`config.mk`:
```
export PLATFORM = sky130hd
export DESIGN_NAME = ex_top
export DESIGN_NICKNAME = d
export VERILOG_FILES = /design/src/alu_op_pkg.sv /design/src/ex_types_pkg.sv /design/src/div_if.sv /design/src/ex_top.sv /design/src/ex_output_stage.sv /design/src/div_datapath.sv /design/src/div_counter.sv /design/src/div_ctrl.sv /design/src/alu_unit.sv
export SDC_FILE = /design/constraint.sdc
export NUM_CORES = 2
export LEC_CHECK = 0
export CELL_PAD_IN_SITES_DETAIL_PLACEMENT = 0
export CELL_PAD_IN_SITES_GLOBAL_PLACEMENT = 1
export CORE_MARGIN = 2
export CORE_UTILIZATION = 45
export DETAILED_ROUTE_END_ITERATION = 10
export DONT_BUFFER_PORTS = 1
export HOLD_SLACK_MARGIN = 0.08
export PLACE_DENSITY_LB_ADDON = 0.12
export SLEW_MARGIN = 20
export SYNTH_ARGS = -nofsm -noshare
export SYNTH_HDL_FRONTEND = slang
export SYNTH_HIERARCHICAL = 1
export SYNTH_SLANG_ARGS = --single-unit
```
`constraint.sdc`:
```
create_clock -name clk -period 14.6 [get_ports clk]
set_clock_uncertainty 0.1 [all_clocks]
set_input_delay 4.38 -clock clk [delete_from_list [all_inputs] [get_ports clk]]
set_output_delay 4.38 -clock clk [all_outputs]
set_load 0.01 [all_outputs]
```
`src/alu_op_pkg.sv`:
```
package alu_op_pkg;

	typedef enum logic [4:0] {
		op_add   = 5'd0,
		op_addw  = 5'd1,
		op_sll   = 5'd2,
		op_sllw  = 5'd3,
		op_sra   = 5'd4,
		op_sraw  = 5'd5,
		op_srl   = 5'd6,
		op_srlw  = 5'd7,
		op_and   = 5'd8,
		op_or    = 5'd9,
		op_xor   = 5'd10,
		op_slt   = 5'd11,
		op_sltu  = 5'd12,
		op_eq    = 5'd13,
		op_ne    = 5'd14,
		op_ge    = 5'd15,
		op_geu   = 5'd16,
		op_sub   = 5'd17,
		op_subw  = 5'd18,
		op_div   = 5'd23, // 19..22 unused here
		op_divu  = 5'd24,
		op_divw  = 5'd25,
		op_divuw = 5'd26,
		op_rem   = 5'd27,
		op_remu  = 5'd28,
		op_remuw = 5'd29,
		op_remw  = 5'd30
	} alu_op_e;

	localparam alu_op_e div_first = op_div;
	localparam alu_op_e div_last = op_remw;

	function automatic logic op_is_div(alu_op_e op);
		return (op >= div_first) && (op <= div_last);
	endfunction

endpackage

```
`src/ex_types_pkg.sv`:
```
package ex_types_pkg;

	localparam int xlen = 64; // rv64 data width
	localparam int hlen = xlen / 2; // low half for the word ops

	typedef logic [xlen-1:0] word_t;
	typedef logic [hlen-1:0] half_t;

	typedef logic [4:0] reg_addr_t;

	// branch offset, bit 0 is implied zero
	typedef logic [12:1] b_imm_t;

endpackage
```
`src/div_if.sv`:
```
interface div_if;

	logic load; // one cycle, operands captured
	logic step; // one iteration per cycle
	logic is_word;
	logic is_signed;
	logic want_rem;
	logic last; // final iteration

	modport ctrl (
		output load,
		output step,
		output is_word,
		output is_signed,
		output want_rem,
		input  last
	);

	modport counter (
		input  load,
		input  step,
		input  is_word,
		output last
	);

	modport datapath (
		input load,
		input step,
		input is_word,
		input is_signed,
		input want_rem
	);

endinterface

```
`src/ex_top.sv`:
```
module ex_top (
	input  logic clk,
	input  logic reset,
	input  logic up_valid,
	input  alu_op_pkg::alu_op_e op,
	input  ex_types_pkg::word_t src_a,
	input  ex_types_pkg::word_t src_b,
	input  ex_types_pkg::word_t pc,
	input  logic branch,
	input  ex_types_pkg::b_imm_t b_imm,
	input  ex_types_pkg::reg_addr_t rd,
	input  logic reg_w_en,
	input  logic down_ready,
	output logic up_ready,
	output logic down_valid,
	output ex_types_pkg::reg_addr_t wb_rd,
	output logic wb_reg_w_en,
	output ex_types_pkg::word_t ex_result,
	output logic branch_taken,
	output ex_types_pkg::word_t branch_target
);
	import ex_types_pkg::*;

	word_t alu_result;
	word_t div_result;
	logic accept;
	logic use_div;

	div_if div_bus ();

	alu_unit u_alu (
		.op         (op),
		.src_a      (src_a),
		.src_b      (src_b),
		.alu_result (alu_result)
	);

	div_ctrl u_div_ctrl (
		.clk        (clk),
		.reset      (reset),
		.op         (op),
		.up_valid   (up_valid),
		.down_ready (down_ready),
		.up_ready   (up_ready),
		.accept     (accept),
		.use_div    (use_div),
		.div        (div_bus.ctrl)
	);

	div_counter u_div_counter (
		.clk   (clk),
		.reset (reset),
		.div   (div_bus.counter)
	);

	div_datapath u_div_datapath (
		.clk        (clk),
		.src_a      (src_a),
		.src_b      (src_b),
		.div_result (div_result),
		.div        (div_bus.datapath)
	);

	ex_output_stage u_out (
		.clk           (clk),
		.reset         (reset),
		.accept        (accept),
		.use_div       (use_div),
		.down_ready    (down_ready),
		.branch        (branch),
		.reg_w_en      (reg_w_en),
		.alu_result    (alu_result),
		.div_result    (div_result),
		.pc            (pc),
		.b_imm         (b_imm),
		.rd            (rd),
		.down_valid    (down_valid),
		.wb_rd         (wb_rd),
		.wb_reg_w_en   (wb_reg_w_en),
		.ex_result     (ex_result),
		.branch_taken  (branch_taken),
		.branch_target (branch_target)
	);

endmodule

```
`src/ex_output_stage.sv`:
```
module ex_output_stage (
	input  logic clk,
	input  logic reset,
	input  logic accept,
	input  logic use_div,
	input  logic down_ready,
	input  logic branch,
	input  logic reg_w_en,
	input  ex_types_pkg::word_t alu_result,
	input  ex_types_pkg::word_t div_result,
	input  ex_types_pkg::word_t pc,
	input  ex_types_pkg::b_imm_t b_imm,
	input  ex_types_pkg::reg_addr_t rd,
	output logic down_valid,
	output ex_types_pkg::reg_addr_t wb_rd,
	output logic wb_reg_w_en,
	output ex_types_pkg::word_t ex_result,
	output logic branch_taken,
	output ex_types_pkg::word_t branch_target
);
	import ex_types_pkg::*;

	always_ff @(posedge clk) begin
		if (reset) begin
			down_valid <= 1'b0;
			wb_reg_w_en <= 1'b0;
		end else if (down_ready) begin
			down_valid <= accept;
			if (accept) begin
				wb_reg_w_en <= reg_w_en;
			end
		end
	end

	always_ff @(posedge clk) begin
		if (down_ready && accept) begin
			ex_result <= use_div ? div_result : alu_result;
			wb_rd <= rd;
		end
	end

	assign branch_taken = branch && (alu_result != '0);
	assign branch_target = pc + {{(xlen-13){b_imm[12]}}, b_imm, 1'b0};

	// accepted item needs a free output register
	accept_needs_ready: assert property (@(posedge clk) disable iff (reset)
		accept |-> down_ready)
		else $error("item accepted while output stalled");

endmodule

```
`src/div_datapath.sv`:
```
module div_datapath (
	input  logic clk,
	input  ex_types_pkg::word_t src_a,
	input  ex_types_pkg::word_t src_b,
	output ex_types_pkg::word_t div_result,
	div_if.datapath div
);
	import ex_types_pkg::*;

	word_t a_ext;
	word_t b_ext;
	word_t a_mag;
	word_t b_mag;
	logic a_neg;
	logic b_neg;
	word_t dvd_q; // dividend shifts out, quotient shifts in
	word_t part_rem;
	word_t dsr;
	logic q_neg;
	logic r_neg;
	logic dsr_zero;
	logic [xlen:0] trial;
	word_t q_fix;
	word_t r_fix;
	word_t pick;

	function automatic word_t widen(half_t h, logic sgn);
		return {{hlen{sgn & h[hlen-1]}}, h};
	endfunction

	always_comb begin
		a_ext = div.is_word ? widen(src_a[hlen-1:0], div.is_signed) : src_a;
		b_ext = div.is_word ? widen(src_b[hlen-1:0], div.is_signed) : src_b;
		a_neg = div.is_signed & a_ext[xlen-1];
		b_neg = div.is_signed & b_ext[xlen-1];
		a_mag = a_neg ? -a_ext : a_ext;
		b_mag = b_neg ? -b_ext : b_ext;
	end

	assign trial = {part_rem, dvd_q[xlen-1]} - {1'b0, dsr};

	always_ff @(posedge clk) begin
		if (div.load) begin
			// word dividend goes to the top so 32 steps drain it
			dvd_q <= div.is_word ? {a_mag[hlen-1:0], {hlen{1'b0}}} : a_mag;
			part_rem <= '0;
			dsr <= b_mag;
			q_neg <= a_neg ^ b_neg;
			r_neg <= a_neg;
			dsr_zero <= (b_ext == '0);
		end else if (div.step) begin
			if (!trial[xlen]) begin
				part_rem <= trial[xlen-1:0];
			end else begin
				part_rem <= {part_rem[xlen-2:0], dvd_q[xlen-1]}; // restore
			end
			dvd_q <= {dvd_q[xlen-2:0], !trial[xlen]};
		end
	end

	always_comb begin
		q_fix = (q_neg && !dsr_zero) ? -dvd_q : dvd_q;
		r_fix = r_neg ? -part_rem : part_rem;
		pick = div.want_rem ? r_fix : q_fix;
		div_result = div.is_word ? widen(pick[hlen-1:0], 1'b1) : pick;
	end

endmodule

```
`src/div_counter.sv`:
```
module div_counter (
	input logic clk,
	input logic reset,
	div_if.counter div
);
	import ex_types_pkg::*;

	logic [6:0] count; // iterations left

	always_ff @(posedge clk) begin
		if (reset) begin
			count <= '0;
		end else if (div.load) begin
			count <= div.is_word ? 7'(hlen) : 7'(xlen);
		end else if (div.step) begin
			count <= count - 7'd1;
		end
	end

	assign div.last = (count == 7'd1);

	step_needs_count: assert property (@(posedge clk) disable iff (reset)
		div.step |-> count != 7'd0)
		else $error("div step with empty counter");

endmodule

```
`src/div_ctrl.sv`:
```
module div_ctrl (
	input  logic clk,
	input  logic reset,
	input  alu_op_pkg::alu_op_e op,
	input  logic up_valid,
	input  logic down_ready,
	output logic up_ready,
	output logic accept,
	output logic use_div,
	div_if.ctrl div
);
	import alu_op_pkg::*;

	typedef enum logic [1:0] {
		st_idle,
		st_run,
		st_done
	} state_e;

	state_e state;
	state_e state_next;

	// op decode, op is held while up_ready is low
	always_comb begin
		use_div = op_is_div(op);
		div.is_word = op inside {op_divw, op_divuw, op_remuw, op_remw};
		div.is_signed = op inside {op_div, op_divw, op_rem, op_remw};
		div.want_rem = op inside {op_rem, op_remu, op_remuw, op_remw};
	end

	assign div.load = (state == st_idle) && up_valid && use_div;
	assign div.step = (state == st_run);

	always_comb begin
		case (state)
			st_idle: up_ready = down_ready && !(up_valid && use_div);
			st_done: up_ready = down_ready;
			default: up_ready = 1'b0; // divider busy
		endcase
	end

	assign accept = up_valid && up_ready;

	always_comb begin
		state_next = state;
		case (state)
			st_idle: if (div.load) state_next = st_run;
			st_run:  if (div.last) state_next = st_done;
			st_done: if (accept) state_next = st_idle;
			default: state_next = st_idle;
		endcase
	end

	always_ff @(posedge clk) begin
		if (reset) begin
			state <= st_idle;
		end else begin
			state <= state_next;
		end
	end

	// mode flags follow op until the divide is accepted
	op_held: assert property (@(posedge clk) disable iff (reset)
		up_valid && !up_ready |=> up_valid && $stable(op))
		else $error("op changed before it was accepted");

	// counter ends the run after the full number of steps
	run_length: assert property (@(posedge clk) disable iff (reset)
		div.step && div.last |-> (div.is_word ? $past(div.load, 32) : $past(div.load, 64)))
		else $error("divider ran the wrong number of steps");

endmodule

```
`src/alu_unit.sv`:
```
module alu_unit (
	input  alu_op_pkg::alu_op_e op,
	input  ex_types_pkg::word_t src_a,
	input  ex_types_pkg::word_t src_b,
	output ex_types_pkg::word_t alu_result
);
	import ex_types_pkg::*;
	import alu_op_pkg::*;

	half_t a_lo;
	half_t b_lo;
	half_t w_res;
	logic [5:0] shamt;
	logic [4:0] shamt_w; // word shifts only see 5 bits

	function automatic word_t sext_half(half_t h);
		return {{hlen{h[hlen-1]}}, h};
	endfunction

	function automatic word_t flag(logic f);
		return {{(xlen-1){1'b0}}, f};
	endfunction

	assign a_lo = src_a[hlen-1:0];
	assign b_lo = src_b[hlen-1:0];
	assign shamt = src_b[5:0];
	assign shamt_w = src_b[4:0];

	// 32-bit half of the word variants
	always_comb begin
		case (op)
			op_addw: w_res = a_lo + b_lo;
			op_sllw: w_res = a_lo << shamt_w;
			op_sraw: w_res = $signed(a_lo) >>> shamt_w;
			op_srlw: w_res = a_lo >> shamt_w;
			op_subw: w_res = a_lo - b_lo;
			default: w_res = '0;
		endcase
	end

	always_comb begin
		case (op)
			op_add:  alu_result = src_a + src_b;
			op_sll:  alu_result = src_a << shamt;
			op_sra:  alu_result = $signed(src_a) >>> shamt;
			op_srl:  alu_result = src_a >> shamt;
			op_and:  alu_result = src_a & src_b;
			op_or:   alu_result = src_a | src_b;
			op_xor:  alu_result = src_a ^ src_b;
			op_slt:  alu_result = flag($signed(src_a) < $signed(src_b));
			op_sltu: alu_result = flag(src_a < src_b);
			op_eq:   alu_result = flag(src_a == src_b);
			op_ne:   alu_result = flag(src_a != src_b);
			op_ge:   alu_result = flag($signed(src_a) >= $signed(src_b));
			op_geu:  alu_result = flag(src_a >= src_b);
			op_sub:  alu_result = src_a - src_b;
			op_addw,
			op_sllw,
			op_sraw,
			op_srlw,
			op_subw: alu_result = sext_half(w_res);
			default: alu_result = '0; // divide class and unused codes
		endcase
	end

endmodule

```
==> out/results.ini <==
[outcome]
status = finished, final reports clean

[floorplan]
core_mm2 = 0.1054
die_w_um = 330.4
dieArea_mm2 = 0.1092
pin_count = 357
die_h_um = 330.4
initial_core_util_pct = 45.48
rows = 119

[sta]
slew_headroom_pct = 11.94
finalCriticalPeriod_ns = 14.54
drv_slew = 0
period_share_pct = 99.59
tightest_slew_ns = 1.311
max_freq_mhz = 68.78
tns_ns = 0
finalHoldViolCount = 0
setup_violations = 0

[global_route]
grt_max_degree = 176
grt_first_pass_wirelength_um = 381800
first_global_vias = 51120
antenna_found_initial = 40
globalRouteOverflowTotal = 0
grtUsageTotal_pct = 48.65

[synthesis]
yosysWarnings = 6
synthTopCellsByArea = edfxtp_1 13%, ha_1 9.3%, a21oi_1 7.4%, nor2_1 6.5%, o21ai_0 5.2%
ys_ff_latch = 275
synthDistinctLibCells = 108
synth_nets = 7239
synth_cells = 6658
async_flop_share_pct = 0
synth_commonest_cells = 829 x nor2_1, 709 x a21oi_1, 521 x nand2_1
synth_edf_count = 200
synth_ff_type = edfxtp_1
avgSynthCellArea_um2 = 7.201
yosysSeqAreaShare_pct = 15.66
synth.most_common_cell = nor2_1
synth_top_area_share_pct = 12.53
synth_largest_area_cell = edfxtp_1
synth_area_mm2 = 0.04794

[clock_network]
cts_tree = done
cts.clk_slew.worst_paths_ns = 0.06
insertion_delay_ns = 0.62
cts_num_sinks = 275
cts_buffers = 31
h-tree-depth = 1
cts_root_buf = clkbuf_16
clk_path_buf_depth = 3

[route]
remaining_drc_errors = 0
avgViaCountPerCell = 7.141
drtIter0Drc = 8988
wl_per_cell_um = 35.00
via_count = 56620
drt_first_pass_iters = 8
routed_wl_um = 277500
drtAntennaViolNets = 0

[critical_path]
worstPathArrival_ns = 10.06
path_class = primary input to primary output
cp.required_ns = 10.12
cp_max_fo = 7
start_kind = primary input
cp-end-kind = primary output

[layout]
nets = 7057
area_growth_pct = 6.585
drive_above_1_share_pct = 8.860
final_cell_area_mm2 = 0.05110
post-route-util_pct = 48.47

[job]
max_cap_violations = 0

[power_and_ir_drop]
powerDensity_mw_per_mm2 = 84.38
ir_worst_vdd_mv = 0.1032
power_leakage_uw = 0.02002
finalPower_uw = 4311

[placed_design]
dp.final_hpwl_um = 217600
dpl_cell_area_mm2 = 0.04975
gp_congestion = 1.151
io_buffers = 0

[hold_path]
timing.hold.worst.class = register to register

worst paths after layout:
path,from,to,slack [ns],cells past startpoint
max,src_b[9],branch_taken,0.06,25
min,u_div_counter/count[4],u_div_counter/count[4],0.41,2
max reg2reg,u_div_datapath/dvd_q[63],u_div_datapath/part_rem[17],9.35,14
min reg2reg,u_div_counter/count[4],u_div_counter/count[4],0.41,2
where the power goes:
group | internal (µW) | switching, µW | total (µW)
combinational | 842 | 1530 | 2370
sequential | 939 | 129 | 1070
clock | 514 | 355 | 868
total | 2300 | 2020 | 4310
layer usage:
metal / wire (µm) / part of all wire (%) / up-vias / track usage (%)
met3: 34600 / 12 / 995 / 16.01
met5: 90 / 0.032 / - / 0
met4: 25960 / 9.4 / 12 / 37.54
met1: 102800 / 37 / 27100 / 59.26
li1: - / - / 24350 / -
met2: 114100 / 41 / 4164 / 70.65
cell type report:
| type | instances | area [µm²] |
|---|---|---|
| antenna | 37 | 92.59 |
| clock buffer | 36 | 794.5 |
| clock inverter | 22 | 301.5 |
| fill | 10770 | 54320 |
| inverter | 388 | 1461 |
| multi-input combinational | 5556 | 37470 |
| sequential | 275 | 7507 |
| tap | 1391 | 1740 |
| timing repair buffer | 224 | 1730 |
cell families after synthesis:
| family | after synthesis | share of synthesized area [%] |
|---|---|---|
| xor+xnor | 451 | 8.271 |
| flops | 275 | 15.66 |
| fa+ha+maj | 361 | 9.500 |
| compound gates | 2334 | 31.08 |
| mux | 298 | 8.558 |
| simple gates | 2112 | 20.26 |
| buf+inv | 827 | 6.679 |
state kept, by name (all words and copies together) (netlist names), 2 cells and up:
signal                   cells
u_div_datapath/dvd_q        64
u_div_ctrl/state             2
u_div_datapath/part_rem     64
u_out/wb_rd                  5
u_div_counter/count          7
u_out/ex_result             64
u_div_datapath/dsr          64
layout by cell type (no fill, tap or decap), drive strengths merged, types with 54 or more instances in the layout:
cell type	netlist	routed
a211oi	123	123
xnor2	287	287
o22ai	92	92
o221ai	58	58
inv	383	383
o31ai	89	89
dfxtp	75	75
nand4	109	109
o21bai	80	80
or3	61	61
edfxtp	200	200
mux4	80	80
mux2	95	95
nand3	114	114
mux2i	123	123
buf	90	224
a21oi	710	710
nor2	830	830
o21ai	509	509
a221oi	59	59
ha	356	356
nor3	138	138
nor4	77	77
nor2b	54	54
nand2	523	523
a21o	117	117
a31oi	72	72
xor2	164	164
o211ai	88	88
critical path: stages:
cell	delay [ns]
or4_1	0.55
or4_1	0.48
nor2_1	0.14
buf_4	0.14
nand2_1	0.10
nor2_2	0.14
a21oi_1	0.09
xnor2_1	0.13
ha_1	0.29
a21o_1	0.19
a21oi_1	0.20
nand2b_1	0.19
a211oi_4	0.09
a2111o_1	0.42
a2bb2oi_1	0.15
o2111a_1	0.18
a211oi_4	0.15
buf_4	0.19
nand2_4	0.09
buf_2	0.18
nor4_2	0.31
o211ai_1	0.19
nor4_2	0.25
nand4_1	0.19
o41a_1	0.61
metrics by stage:
| step | hold slack, ns | setup WS [ns] | std cells |
|---|---|---|---|
| floorplan | 0.3654 | 0.4094 | 6658 |
| global placement | 0.3821 | 0.05111 | 7829 |
| detailed placement | 0.3893 | -0.07456 | 7830 |
| CTS | 0.4065 | 0.01060 | 7888 |
| global route | 0.4477 | -0.01820 | 7894 |
| finish | 0.4092 | 0.06047 | 7929 |
timing repair:
item,CTS,global route
pin swaps,0,5
setup endpoints to repair,1,1
setup buffers,0,3
resized for setup,2,13
hold buffers,0,0
Note: power is estimated with default switching activity, not from simulation.
